<file path="src/source/riscv_config.svh">
`ifndef RISCV_CONFIG_SVH
`define RISCV_CONFIG_SVH

// data and address width
`define RV_XLEN 32

// architectural register count
`define RV_NUM_REGS 32

// unified memory depth in 32-bit words
`define RV_MEM_WORDS 1024

// first fetch address after reset
`define RV_RESET_PC 32'h0000_0000

// addi x0,x0,0 fills every pipeline bubble
`define RV_NOP 32'h0000_0013

`endif

</file>
<file path="src/source/riscv_isa_pkg.sv">
`include "riscv_config.svh"

package riscv_isa_pkg;

  typedef logic [`RV_XLEN-1:0] word_t;
  typedef logic [$clog2(`RV_NUM_REGS)-1:0] reg_idx_t;

  // major opcodes of the supported RV32I subset
  typedef enum logic [6:0] {
    op_load    = 7'b00_000_11,
    op_store   = 7'b01_000_11,
    op_branch  = 7'b11_000_11,
    op_jalr    = 7'b11_001_11,
    op_jal     = 7'b11_011_11,
    op_reg_imm = 7'b00_100_11,
    op_reg_reg = 7'b01_100_11,
    op_system  = 7'b11_100_11,
    op_auipc   = 7'b00_101_11,
    op_lui     = 7'b01_101_11
  } opcode_t;

  typedef enum logic [3:0] {
    alu_add,
    alu_sub,
    alu_and,
    alu_or,
    alu_xor,
    alu_sll,
    alu_srl,
    alu_sra,
    alu_slt,
    alu_sltu
  } alu_op_t;

  // branch conditions, funct3 field
  localparam logic [2:0] f3_beq  = 3'b000;
  localparam logic [2:0] f3_bne  = 3'b001;
  localparam logic [2:0] f3_blt  = 3'b100;
  localparam logic [2:0] f3_bge  = 3'b101;
  localparam logic [2:0] f3_bltu = 3'b110;
  localparam logic [2:0] f3_bgeu = 3'b111;

endpackage

</file>
<file path="src/source/pipeline_pkg.sv">
`include "riscv_config.svh"

package pipeline_pkg;

  import riscv_isa_pkg::*;

  typedef struct packed {
    word_t pc;
    word_t inst;
  } fd_payload_t;

  typedef struct packed {
    word_t    pc;
    word_t    inst;
    word_t    rs1_data;
    word_t    rs2_data;
    word_t    imm;
    reg_idx_t rd;
    reg_idx_t rs1;
    reg_idx_t rs2;
    alu_op_t  alu_op;
    logic     reg_write;
    logic     mem_read;
    logic     mem_write;
    logic     branch;
    logic     jal;
    logic     jalr;
    logic     halt;
  } de_payload_t;

  typedef struct packed {
    word_t    pc;
    word_t    inst;
    word_t    alu_result;
    word_t    store_data;
    reg_idx_t rd;
    logic     reg_write;
    logic     mem_read;
    logic     mem_write;
    logic     halt;
  } em_payload_t;

  typedef struct packed {
    word_t    pc;
    word_t    inst;
    word_t    alu_result;
    word_t    load_data;
    reg_idx_t rd;
    logic     reg_write;
    logic     mem_read;
    logic     halt;
  } mw_payload_t;

  // bubbles carry pc 0 and a nop so the trace reads as empty
  localparam fd_payload_t fd_bubble = '{pc: '0, inst: `RV_NOP};
  localparam de_payload_t de_bubble = '{inst: `RV_NOP, alu_op: alu_add, default: '0};
  localparam em_payload_t em_bubble = '{inst: `RV_NOP, default: '0};
  localparam mw_payload_t mw_bubble = '{inst: `RV_NOP, default: '0};

endpackage

</file>
<file path="src/source/execute_unit.sv">
`timescale 1ns/1ns

module execute_unit (
  input  pipeline_pkg::de_payload_t de,
  input  pipeline_pkg::em_payload_t em,
  input  pipeline_pkg::mw_payload_t mw,
  input  riscv_isa_pkg::word_t      wb_data,
  output pipeline_pkg::em_payload_t em_next,
  output logic                      redirect,
  output riscv_isa_pkg::word_t      redirect_pc
);

  import riscv_isa_pkg::*;
  import pipeline_pkg::*;

  word_t      op_a;
  word_t      rs2_fwd;
  word_t      op_b;
  word_t      alu_out;
  word_t      result;
  word_t      jalr_sum;
  logic [6:0] opcode;
  logic       taken;
  logic       eq;
  logic       lt_s;
  logic       lt_u;

  // M is younger than W, so it wins
  function automatic word_t forward(reg_idx_t idx, word_t reg_val);
    if (em.reg_write && (em.rd != '0) && (em.rd == idx)) begin
      return em.alu_result;
    end else if (mw.reg_write && (mw.rd != '0) && (mw.rd == idx)) begin
      return wb_data;
    end
    return reg_val;
  endfunction

  always_comb begin
    op_a    = forward(de.rs1, de.rs1_data);
    rs2_fwd = forward(de.rs2, de.rs2_data);
  end

  assign opcode = de.inst[6:0];
  assign op_b   = ((opcode == op_reg_reg) || (opcode == op_branch)) ? rs2_fwd : de.imm;

  always_comb begin
    case (de.alu_op)
      alu_add:  alu_out = op_a + op_b;
      alu_sub:  alu_out = op_a - op_b;
      alu_and:  alu_out = op_a & op_b;
      alu_or:   alu_out = op_a | op_b;
      alu_xor:  alu_out = op_a ^ op_b;
      alu_sll:  alu_out = op_a << op_b[4:0];
      alu_srl:  alu_out = op_a >> op_b[4:0];
      alu_sra:  alu_out = $signed(op_a) >>> op_b[4:0];
      alu_slt:  alu_out = word_t'($signed(op_a) < $signed(op_b));
      alu_sltu: alu_out = word_t'(op_a < op_b);
      default:  alu_out = '0;
    endcase
  end

  // upper immediates and links bypass the ALU result
  always_comb begin
    case (opcode)
      op_lui:         result = de.imm;
      op_auipc:       result = de.pc + de.imm;
      op_jal, op_jalr: result = de.pc + 32'd4;
      default:        result = alu_out;
    endcase
  end

  assign eq   = (op_a == rs2_fwd);
  assign lt_s = ($signed(op_a) < $signed(rs2_fwd));
  assign lt_u = (op_a < rs2_fwd);

  always_comb begin
    case (de.inst[14:12])
      f3_beq:  taken = eq;
      f3_bne:  taken = !eq;
      f3_blt:  taken = lt_s;
      f3_bge:  taken = !lt_s;
      f3_bltu: taken = lt_u;
      f3_bgeu: taken = !lt_u;
      default: taken = 1'b0;
    endcase
  end

  assign jalr_sum    = op_a + de.imm;
  assign redirect    = (de.branch && taken) || de.jal || de.jalr;
  assign redirect_pc = de.jalr ? {jalr_sum[31:1], 1'b0} : (de.pc + de.imm);

  assign em_next = '{
    pc:         de.pc,
    inst:       de.inst,
    alu_result: result,
    store_data: rs2_fwd,
    rd:         de.rd,
    reg_write:  de.reg_write,
    mem_read:   de.mem_read,
    mem_write:  de.mem_write,
    halt:       de.halt
  };

endmodule

</file>
<file path="config.mk">
export PLATFORM = sky130hd
export DESIGN_NAME = execute_unit
export DESIGN_NICKNAME = d
export VERILOG_FILES = /design/src/source/riscv_isa_pkg.sv /design/src/source/pipeline_pkg.sv /design/src/source/execute_unit.sv
export VERILOG_INCLUDE_DIRS = /design/src /design/src/source
export SDC_FILE = /design/constraint.sdc
export NUM_CORES = 1
export LEC_CHECK = 0
export ABC_AREA = 1
export ABC_CLOCK_PERIOD_IN_PS = 11700
export BUFFER_PORTS_ARGS = -buffer_cell sky130_fd_sc_hd__clkbuf_2
export CAP_MARGIN = 5
export CORE_AREA = 2 2 258 260
export DETAILED_ROUTE_END_ITERATION = 8
export DIE_AREA = 0 0 260 262
export PLACE_DENSITY = 0.49
export RECOVER_POWER = 50
export SYNTH_ARGS = -nofsm -noshare
export SYNTH_HDL_FRONTEND = slang
export SYNTH_SLANG_ARGS = --single-unit
</file>
<file path="constraint.sdc">
create_clock -name vclk -period 11.7
set_clock_uncertainty 0.05 [all_clocks]
set_input_delay 0.585 -clock vclk [all_inputs]
set_output_delay 0.585 -clock vclk [all_outputs]
set_load 0.01 [all_outputs]
</file>
==> results.toml <==
[run_status]
status = "complete, but fails checks"
violations = "max-capacitance violations, max-slew violations"

[hold_path]
hold_class = "in2out"
hold_depth = 0
hp-start = "de[153]"
min_to = "em_next[104]"

[power_and_ir_drop]
p_leak_nw = 10.9
vdd_drop_max_v = 0.0000349
clockPowerShare_pct = 0
p_sw_mw = 0.813
power_frac_comb_pct = 100.0
internal-power_mw = 0.348
seq_power_share_pct = 0
p_sw_share_pct = 70.0
powerDensity_mw_per_mm2 = 58.0

[final_layout]
layout.nets = 4383
register_area_um2 = 0
drive_above_1_share_pct = 12.5
fillers = 7832
design.seq.count = 0
final_util_pct = 30.7
clockBufferCount = 0
area_growth_pct = 10.5

[global_route]
gr-usage-met2_pct = 46.1
grt_max_degree = 70
met3_usage_pct = 5.11
grt-busiest-layer = "met2"
grt_pass1_vias = 22800
track_usage_pct = 29.3
antenna_found_initial = 8
grt_pass1_wl_um = 149000
gr-total-overflow = 0
grt_use_met1_pct = 37.8

[placement]
io_buffers = 370
dp_hpwl_um = 88800
gp_congestion = 1.03

[setup_path]
cp-end-kind = "output pin"
critical-path-top-delay-family = "simple AND/OR/NAND/NOR gates"
cpMostUsedCell = "nand2_1"
cp.arrival_ns = 8.53
path_class = "in2out"
critPathSlowestCell = "nand2_1"
path_buf_inv = 7
cp_slowest_stage_delay_ns = 1.68
cp_data_required_time_ns = 11.07
path_max_fanout = 63
critPathLaunchType = "input pin"

[clock_tree]
ctsResizeCount = 0
post_cts_buffers = 0
cts_hold_buf = 0

[route]
routed_wl_um = 104000
drtIter0Drc = 2590
vias = 24500
drt-pass1-iter-count = 6
ant_nets = 0
wl_per_cell_um = 22.9
drc = 0
vias_per_cell = 5.37

[yosys]
synth_top_cells_by_area = "nand2_1 20%, ha_1 14%, nand3_1 12%"
ys_types = 60
synth_top_area_share_pct = 19.9
synthCells = 3496
synth_nets = 4191
synth_common_cells = "961 x nand2_1, 469 x inv_1, 436 x nand3_1"
yosysMostFrequentCell = "nand2_1"
synth_top_area_cell = "nand2_1"
syn_area_per_cell_um2 = 5.19
synth_seq_area_share_pct = 0
syn_area_mm2 = 0.0181
ys_warn_count = 0

[sta]
finalSetupTns_ns = 0
slew_viol_final = 64
hold_viol = 0
finalSetupViolCount = 0
tightest_slew_ns = 2.18
layout_worst_path_cycle_share_pct = 78.4
rsz0062_at_grt = "false"
hold_ws_ns = 1.12
period_needed_ns = 9.17
slew_headroom_pct = -45.6
clock.fmax_mhz = 109

[die]
die_x_um = 260
rows = 94
die_h_um = 262
dieArea_mm2 = 0.0681
core_mm2 = 0.0653
ioPinCount = 661
start_util_pct = 27.8

[run]
max-cap-violations = 1
layout make-up:
type | instances | area [µm²] | area share [%]
Timing Repair Buffer | 394 | 1970 | 9.82
Inverter | 481 | 1810 | 9.01
Multi-Input combinational cell | 2811 | 15200 | 75.8
Antenna cell | 2 | 5.00 | 0.0250
Tap cell | 864 | 1080 | 5.39
kinds of logic (layout without fill, tap and decap cells):
logic type	after synthesis	after routing	synth area share, %
AO/OA/AOI/OAI	675	675	21.7
XOR/XNOR	65	65	3.14
adder cells (fa/ha/maj)	204	204	14.2
buffers and inverters	685	875	16.4
multiplexers	1	1	0.0552
other	0	2	0
AND/OR/NAND/NOR	1866	1866	44.5
through the flow:
| step | std cells | setup slack, ns | power [mW] | area [µm²] |
|---|---|---|---|---|
| global route | 4551 | 1.87 | 1.27 | 20000 |
| floorplan | 3496 | 6.57 | 0.725 | 18100 |
| detailed placement | 4550 | 4.04 | 1.13 | 20100 |
| global placement | 4550 | 4.04 | 1.14 | 20100 |
| finish | 4552 | 2.53 | 1.16 | 20000 |
| CTS | 4550 | 4.02 | 1.14 | 20100 |
cell usage in the layout (no fill, tap or decap), types with 15 or more instances in the layout:
| cell type | count |
|---|---|
| a21o_1 | 17 |
| inv_1 | 469 |
| xnor2_1 | 25 |
| clkbuf_1 | 51 |
| o21ai_1 | 41 |
| nand3_1 | 436 |
| nand2_2 | 15 |
| or2_2 | 54 |
| nand4_1 | 36 |
| nand2_1 | 961 |
| a21oi_1 | 240 |
| nor3_1 | 34 |
| nor2_1 | 273 |
| a31oi_1 | 48 |
| clkbuf_2 | 319 |
| o21ai_0 | 182 |
| o22ai_1 | 22 |
| ha_1 | 200 |
| xor2_1 | 40 |
| o211ai_1 | 25 |
| buf_4 | 24 |
worst max-delay path by stage:
stage               depth (start not counted)           to  startpoint  slack (ns)
floorplan                                  32  em_next[68]       em[7]        6.57
global route                               31  em_next[59]       em[7]        1.87
detailed placement                         32  em_next[59]       em[7]        4.04
CTS                                        32  em_next[59]       em[7]        4.02
global placement                           32  em_next[61]       em[7]        4.04
finish                                     31  em_next[59]       em[7]        2.53
power by group through the flow:
stage | Combinational (mW) | Sequential, mW | Clock, mW
final | 1.16 | 0 | 0.0000000277
after global routing | 1.27 | 0 | 0.0000000114
after CTS | 1.14 | 0 | 0
after detailed placement | 1.13 | 0 | 0
after global placement | 1.14 | 0 | 0
after floorplan | 0.725 | 0 | 0
per-layer routing:
metal	routed length [µm]	share of wire [%]	vias to the layer above
li1	-	-	11900
met3	8640	8.3	202
met1	43700	42	11300
met2	44900	43	1111
met4	6940	6.7	12
met5	66	0.063	-
Power figures use the tool's default switching activity.
