File: src/source/riscv_config.svh
`ifndef RISCV_CONFIG_SVH
`define RISCV_CONFIG_SVH

// data and address width
`define RV_XLEN 32

// architectural register count
`define RV_NUM_REGS 32

// unified memory depth in 32-bit words
`define RV_MEM_WORDS 1024

// first fetch address after reset
`define RV_RESET_PC 32'h0000_0000

// addi x0,x0,0 fills every pipeline bubble
`define RV_NOP 32'h0000_0013

`endif

File: src/source/riscv_isa_pkg.sv
`include "riscv_config.svh"

package riscv_isa_pkg;

  typedef logic [`RV_XLEN-1:0] word_t;
  typedef logic [$clog2(`RV_NUM_REGS)-1:0] reg_idx_t;

  // major opcodes of the supported RV32I subset
  typedef enum logic [6:0] {
    op_load    = 7'b00_000_11,
    op_store   = 7'b01_000_11,
    op_branch  = 7'b11_000_11,
    op_jalr    = 7'b11_001_11,
    op_jal     = 7'b11_011_11,
    op_reg_imm = 7'b00_100_11,
    op_reg_reg = 7'b01_100_11,
    op_system  = 7'b11_100_11,
    op_auipc   = 7'b00_101_11,
    op_lui     = 7'b01_101_11
  } opcode_t;

  typedef enum logic [3:0] {
    alu_add,
    alu_sub,
    alu_and,
    alu_or,
    alu_xor,
    alu_sll,
    alu_srl,
    alu_sra,
    alu_slt,
    alu_sltu
  } alu_op_t;

  // branch conditions, funct3 field
  localparam logic [2:0] f3_beq  = 3'b000;
  localparam logic [2:0] f3_bne  = 3'b001;
  localparam logic [2:0] f3_blt  = 3'b100;
  localparam logic [2:0] f3_bge  = 3'b101;
  localparam logic [2:0] f3_bltu = 3'b110;
  localparam logic [2:0] f3_bgeu = 3'b111;

endpackage

File: src/source/fetch_unit.sv
`timescale 1ns/1ns
`include "riscv_config.svh"

module fetch_unit (
  input  logic                 clk,
  input  logic                 rst,
  input  logic                 stall,
  input  logic                 halt,
  input  logic                 redirect,
  input  riscv_isa_pkg::word_t redirect_pc,
  output riscv_isa_pkg::word_t pc
);

  import riscv_isa_pkg::*;

  word_t pc_q;

  // halt freezes fetch even if a stale jump keeps redirecting
  always_ff @(posedge clk) begin
    if (rst) begin
      pc_q <= `RV_RESET_PC;
    end else if (halt) begin
      pc_q <= pc_q;
    end else if (redirect) begin
      pc_q <= redirect_pc;
    end else if (!stall) begin
      pc_q <= pc_q + 32'd4;
    end
  end

  assign pc = pc_q;

endmodule

File: config.mk
export PLATFORM = sky130hd
export DESIGN_NAME = fetch_unit
export DESIGN_NICKNAME = d
export VERILOG_FILES = /design/src/source/riscv_isa_pkg.sv /design/src/source/fetch_unit.sv
export VERILOG_INCLUDE_DIRS = /design/src /design/src/source
export SDC_FILE = /design/constraint.sdc
export NUM_CORES = 1
export LEC_CHECK = 0
export ABC_CLOCK_PERIOD_IN_PS = 2110
export BUFFER_PORTS_ARGS = -buffer_cell sky130_fd_sc_hd__buf_2
export CORE_MARGIN = 2
export CORE_UTILIZATION = 51
export CTS_CLUSTER_SIZE = 40
export DETAILED_ROUTE_END_ITERATION = 8
export HOLD_SLACK_MARGIN = 0.03
export PLACE_DENSITY = 0.76
export SYNTH_ARGS = -nofsm -noshare
export SYNTH_HDL_FRONTEND = slang
export SYNTH_SLANG_ARGS = --single-unit
File: constraint.sdc
create_clock -name clk -period 2.11 [get_ports clk]
set_input_delay 0 -clock clk [delete_from_list [all_inputs] [get_ports clk]]
set_output_delay 0 -clock clk [all_outputs]
set_load 0.05 [all_outputs]
==> results of run 1 <==
[routing by layer]
| metal | routed length, µm | GRT usage [%] | vias to the layer above |
|---|---|---|---|
| li1 | - | - | 1238 |
| met1 | 2911 | 38.26 | 1153 |
| met2 | 3254 | 52.43 | 115 |
| met3 | 465 | 6.908 | 14 |
| met4 | 117 | 9.500 | 0 |
| met5 | 0 | 0 | - |
[cell type report]
| class | instances | area [µm²] | area share, % |
|---|---|---|---|
| Timing Repair Buffer | 94 | 565.5 | 20.72 |
| Inverter | 3 | 11.26 | 0.4127 |
| Sequential cell | 32 | 660.6 | 24.21 |
| Tap cell | 50 | 62.56 | 2.293 |
| Multi-Input combinational cell | 222 | 1339 | 49.06 |
| Clock buffer | 8 | 90.09 | 3.301 |
[logic make-up after synthesis]
logic type | Yosys count | synth area share (%)
simple gates | 131 | 34.85
compound gates | 88 | 27.66
flops | 32 | 30.66
buf+inv | 28 | 5.270
mux | 2 | 0.9581
fa+ha+maj | 1 | 0.5987
[stage by stage]
| stage | utilization, % | total power (µW) | area (µm²) | setup slack, ns | std cells |
|---|---|---|---|---|---|
| 6_report | 68.71 | 1611 | 2729 | 0.1610 | 409 |
| 3_3_place_gp | 63.42 | 1104 | 2519 | 0.2313 | 389 |
| 2_1_floorplan | - | 984.0 | 2110 | 0.01321 | 282 |
| 5_1_grt | 68.71 | 1691 | 2729 | 0.02560 | 409 |
| 3_5_place_dp | 63.42 | 1108 | 2519 | 0.1736 | 389 |
| 4_1_cts | 68.71 | 1614 | 2729 | 0.1668 | 409 |
[worst max-delay path by stage]
stage | cells after the start | end | startpoint | slack, ns
after CTS | 6 | pc[22] | pc[2] | 0.17
after global routing | 6 | pc[22] | pc[2] | 0.03
final | 6 | pc[22] | pc[2] | 0.16
after floorplan | 5 | pc[22] | pc[8] | 0.01
after detailed placement | 6 | pc[22] | pc[2] | 0.17
after global placement | 6 | pc[22] | pc[2] | 0.23
[report_power, final]
| part | internal, µW | total, µW | switching [µW] |
|---|---|---|---|
| Clock | 266 | 493 | 227 |
| Combinational | 138 | 415 | 277 |
| Sequential | 645 | 703 | 58.1 |
[cells in the final DEF (no fill, tap or decap), drive strengths merged, types with 3 or more instances in the layout]
cell | synthesis | layout
a21o | 3 | 3
a21oi | 26 | 26
a22oi | 7 | 7
a31oi | 12 | 12
and3 | 7 | 7
and4 | 3 | 3
buf | 4 | 82
clkbuf | 21 | 8
dfxtp | 32 | 32
dlygate4sd3 | 0 | 12
inv | 3 | 3
nand2 | 32 | 32
nand3 | 20 | 20
nand4 | 10 | 10
nor2 | 19 | 19
nor3 | 13 | 13
nor4 | 11 | 11
o211ai | 3 | 3
o21ai | 10 | 10
o311ai | 3 | 3
o31ai | 4 | 4
or3 | 5 | 5
or4 | 3 | 3
[timing repair]
item	CTS	global route
setup endpoints to repair	0	0
hold endpoints to repair	12	0
hold buffers	12	0
[worst reg2reg max path: stages, from the launching register on]
cell     delay, ns
dfxtp_4       0.39
ha_1          0.23
nand4_2       0.24
nor4_4        0.30
nand4_1       0.13
or4_1         0.40
a31oi_1       0.18
==> flow_summary.json, run 1 <==
{
  "status": "finished clean",
  "hold_start": "redirect_pc[14]",
  "power_leakage_uw": 0.001117,
  "synthToLayoutAreaGrowth_pct": 30.60,
  "clk_latency_ns": 0.29,
  "ys_seq_area_share_pct": 30.66,
  "report.final.slew_viol_count": 0,
  "post-route-min-period_ns": 1.949,
  "worstPathArrival_ns": 2.17,
  "ff2ff_path_depth": 6,
  "die-area_mm2": 0.004625,
  "grt_max_degree": 21,
  "netlist_instances": 282,
  "r2r-start": "pc[2]",
  "io-pin-count": 69,
  "diodes": 0,
  "finClkSkew_ns": 0.004652,
  "yosys_warnings": 0,
  "synth_cell_types": 53,
  "clockBufferDepth": 2,
  "overflow": 0,
  "gr-usage-all-layers_pct": 30.69,
  "layout-drive-gt1-share_pct": 29.81,
  "synth_area_leader_cell": "dfxtp_1",
  "fmax_mhz": 513.1,
  "largest_register_ffs": 32,
  "cp-end-kind": "flip-flop",
  "core_area_mm2": 0.003971,
  "rsz0062_at_grt": "no",
  "cts_setup_buffers": 0,
  "worstSetupStartpointType": "flip-flop",
  "hold_end": "pc[14]",
  "crit_fanout": 9,
  "worst_slew_pin_slew_ns": 0.6235,
  "ys_seq_elements": 32,
  "h-tree-depth": 2,
  "wl_per_cell_um": 16.50,
  "nFillCells": 358,
  "fp.dieW_um": 68.01,
  "netlist_area_mm2": 0.002090,
  "syn_area_per_cell_um2": 7.410,
  "synth_top_area_share_pct": 30.66,
  "final_antenna_net_count": 0,
  "yosys-top-cells-area": "dfxtp_1 31%, a21oi_1 6.2%, nand2_1 5.7%, nand3_1 4.3%, clkbuf_1 3.8%",
  "cp.buffers_inverters": 0,
  "hold_viol_final": 0,
  "peakVddDrop_mv": 0.3810,
  "finalCritPeriodShare_pct": 92.37,
  "drtPass1Iterations": 4,
  "place_congestion": 0.8840,
  "crit_type": "reg2reg",
  "setup_tns_ns": 0,
  "clk_pin_slew_ns": 0.07,
  "critPathSlowestCell": "or4_1",
  "grt_pass1_wl_um": 10680,
  "numClockSinks": 32,
  "vias_per_cell": 6.161,
  "cpPeakStageDelay_ns": 0.40,
  "antenna_found_initial": 0,
  "rrSetupSlack_ns": 0.16,
  "drtIter0Drc": 192,
  "dpl.hpwl_um": 4701,
  "port_buffers": 68,
  "min_path_cells": 3,
  "crit_chain": "ha_1 > nand4_2 > nor4_4 > nand4_1 > or4_1 > a31oi_1",
  "r2r-end": "pc[22]",
  "crit_required_ns": 2.33,
  "synth_top_cells_by_count": "32 x dfxtp_1, 32 x nand2_1, 26 x a21oi_1",
  "cts_root_buf": "clkbuf_8",
  "async_flop_share_pct": 0,
  "wl_um": 6748,
  "start_util_pct": 52.61,
  "syn-num-nets": 320,
  "die_h_um": 68.01,
  "fp-row-count": 23,
  "cts_made_buffers": 5,
  "num_vias": 2520,
  "crit_family": "simple AND/OR/NAND/NOR gates",
  "grt_pass1_vias": 2236,
  "drc": 0,
  "post_cts_resized": 0,
  "power.density_mw_per_mm2": 590.3,
  "hold_slack_ns": 0.03484,
  "synth_edf_count": 0,
  "setup_viol": 0,
  "cts_tree": "done",
  "hp-class": "in2reg",
  "ys.flop_type": "dfxtp_1",
  "max_slew_margin_pct": 58.43,
  "nets": 396,
  "maxCapViolCount": 0
}
No activity file was read; power rests on OpenSTA's default activity.
==> run 2: changes to the inputs <==
--- a/config.mk
+++ b/config.mk
@@ -8,6 +8,7 @@
 export LEC_CHECK = 0
 export ABC_CLOCK_PERIOD_IN_PS = 2110
 export BUFFER_PORTS_ARGS = -buffer_cell sky130_fd_sc_hd__buf_2
+export CORE_ASPECT_RATIO = 1.75
 export CORE_MARGIN = 2
 export CORE_UTILIZATION = 51
 export CTS_CLUSTER_SIZE = 40
==> run 2 against run 1 <==
Against the previous run: hold slack improved by 0.0052 ns; clock-buffer cell count is the same; power up 0.44%; sequential power is essentially flat; routed wire length increased by 4.4%; register-to-register slack gained 0.03 ns; via count is 4.4% higher; sequential share of layout area shrank 0.18 points; die area up 0.43%; clock power hardly changed; critical path type unchanged; critical endpoint unchanged.
==> flow_summary.json, run 2 (same netlist as run 1, synthesis figures left out) <==
{
  "combPwrFrac_pct": 25.8,
  "die_h_um": 88.68,
  "peakVddDrop_mv": 0.4431,
  "vias_per_cell": 6.415,
  "clockPowerShare_pct": 30.5,
  "rrSetupSlack_ns": 0.20,
  "wl_per_cell_um": 17.18,
  "cpPeakStageDelay_ns": 0.41,
  "cts_setup_buffers": 0,
  "crit_path_end": "pc[22]",
  "r2r-start": "pc[2]",
  "setup_viol": 0,
  "report.final.slew_viol_count": 0,
  "layout_commonest_cell": "buf_2",
  "cts_root_buf": "clkbuf_8",
  "io-pin-count": 69,
  "hold_slack_ns": 0.04004,
  "drtPass1Iterations": 4,
  "grt_pass1_vias": 2349,
  "seq_area_um2": 660.6,
  "worst_slew_pin_slew_ns": 0.5834,
  "power_leakage_uw": 0.001131,
  "largest_register_ffs": 32,
  "core_area_mm2": 0.003904,
  "finClkSkew_ns": 0.005704,
  "setup.worst_path.start": "pc[2]",
  "numClockSinks": 32,
  "diodes": 0,
  "cp.depth": 6,
  "crit_type": "reg2reg",
  "fp-row-count": 30,
  "die-area_mm2": 0.004645,
  "nets": 399,
  "place_congestion": 0.9416,
  "port_buffers": 68,
  "crit_required_ns": 2.32,
  "layout-drive-gt1-share_pct": 30.39,
  "power.density_mw_per_mm2": 588.6,
  "antenna_found_initial": 0,
  "worstPathArrival_ns": 2.13,
  "crit_chain": "ha_1 > nand4_2 > nor4_4 > nand4_1 > or4_1 > a31oi_1",
  "switching_share_pct": 35.05,
  "cp-end-kind": "flip-flop",
  "overflow": 0,
  "setup_tns_ns": 0,
  "hold_viol_final": 0,
  "clk_latency_ns": 0.29,
  "cts_tree": "done",
  "wl_um": 7043,
  "gr-usage-all-layers_pct": 31.65,
  "hp-class": "in2reg",
  "rsz0062_at_grt": "no",
  "critPathSlowestCell": "or4_1",
  "drtIter0Drc": 109,
  "hold_start": "redirect_pc[14]",
  "fp.dieW_um": 52.39,
  "h-tree-depth": 2,
  "multiInputGateArea_mm2": 0.001339,
  "post-route-min-period_ns": 1.914,
  "worstSetupStartpointType": "flip-flop",
  "layout_common_cells": "68 x buf_2, 32 x nand2_1, 26 x a21oi_1, 20 x dfxtp_1, 19 x nor2_1",
  "clk_pin_slew_ns": 0.07,
  "finalCritPeriodShare_pct": 90.72,
  "cts_made_buffers": 5,
  "dpl.hpwl_um": 5142,
  "max_slew_margin_pct": 61.10,
  "drc": 0,
  "crit_fanout": 9,
  "num_vias": 2630,
  "ff2ff_path_depth": 6,
  "grt_max_degree": 22,
  "crit_family": "simple AND/OR/NAND/NOR gates",
  "status": "finished clean",
  "power_frac_seq_pct": 43.7,
  "final_antenna_net_count": 0,
  "fmax_mhz": 522.4,
  "start_util_pct": 53.53,
  "cp.buffers_inverters": 0,
  "synthToLayoutAreaGrowth_pct": 31.56,
  "grt_pass1_wl_um": 10970,
  "r2r-end": "pc[22]",
  "internal_power_uw": 1051,
  "p_sw_uw": 567.1,
  "nFillCells": 353,
  "maxCapViolCount": 0,
  "clockBufferDepth": 2
}
run 2: cell count changes in the layout (fill, tap and decap cells not counted):
cell,previous run,this run
buf_4,14,17
run 2: metal layers:
| metal | GRT usage (%) | vias up | share of wire, % |
|---|---|---|---|
| met1 | 32.39 | 1235 | 36 |
| met5 | 0 | - | 0 |
| met2 | 55.80 | 127 | 52 |
| met3 | 5.912 | 33 | 6.9 |
| li1 | - | 1235 | - |
| met4 | 22.14 | 0 | 4.8 |
run 2: how the worst min path moves through the flow:
stage | end | slack [ns] | cells past startpoint
2_1_floorplan | pc[0] | 0.14 | 2
6_report | pc[14] | 0.04 | 3
5_1_grt | pc[14] | 0.05 | 3
4_1_cts | pc[14] | 0.04 | 3
3_3_place_gp | pc[0] | 0.24 | 3
3_5_place_dp | pc[1] | 0.25 | 3
run 2: layout make-up:
| type | instances | share of cell area (%) |
|---|---|---|
| Clock buffer | 8 | 3.277 |
| Inverter | 3 | 0.4096 |
| Multi-Input combinational cell | 222 | 48.70 |
| Sequential cell | 32 | 24.03 |
| Tap cell | 48 | 2.185 |
| Timing Repair Buffer | 97 | 21.39 |
run 2: worst register-to-register path: cells and delay by family (launching register included):
family / cells / cell delay, ns
flops: 1 / 0.39
simple gates: 4 / 1.07
fa+ha+maj: 1 / 0.22
compound gates: 1 / 0.16
run 2: repair_timing:
| action | in CTS | in global routing |
|---|---|---|
| endpoints found under the hold margin | 12 | 0 |
| hold buffers | 12 | 0 |
| gates resized for setup | 0 | 0 |
run 2: per-stage QoR:
step / worst slack, ns / instance area [µm²] / total power (µW) / util (%) / std cells
final: 0.1957 / 2749 / 1618 / 70.42 / 410
after global routing: 0.08119 / 2749 / 1679 / 70.42 / 410
after CTS: 0.1916 / 2749 / 1615 / 70.42 / 410
after detailed placement: 0.2082 / 2539 / 1115 / 65.03 / 390
after global placement: 0.2447 / 2539 / 1111 / 65.03 / 390
after floorplan: 0.01321 / 2110 / 984.0 / - / 282
run 2: power groups by stage:
| stage | Combinational, µW | Clock (µW) | Sequential, µW |
|---|---|---|---|
| floorplan | 149 | 0 | 835 |
| global placement | 394 | 0 | 717 |
| detailed placement | 397 | 0 | 719 |
| CTS | 415 | 495 | 705 |
| global route | 446 | 520 | 713 |
| finish | 418 | 493 | 706 |
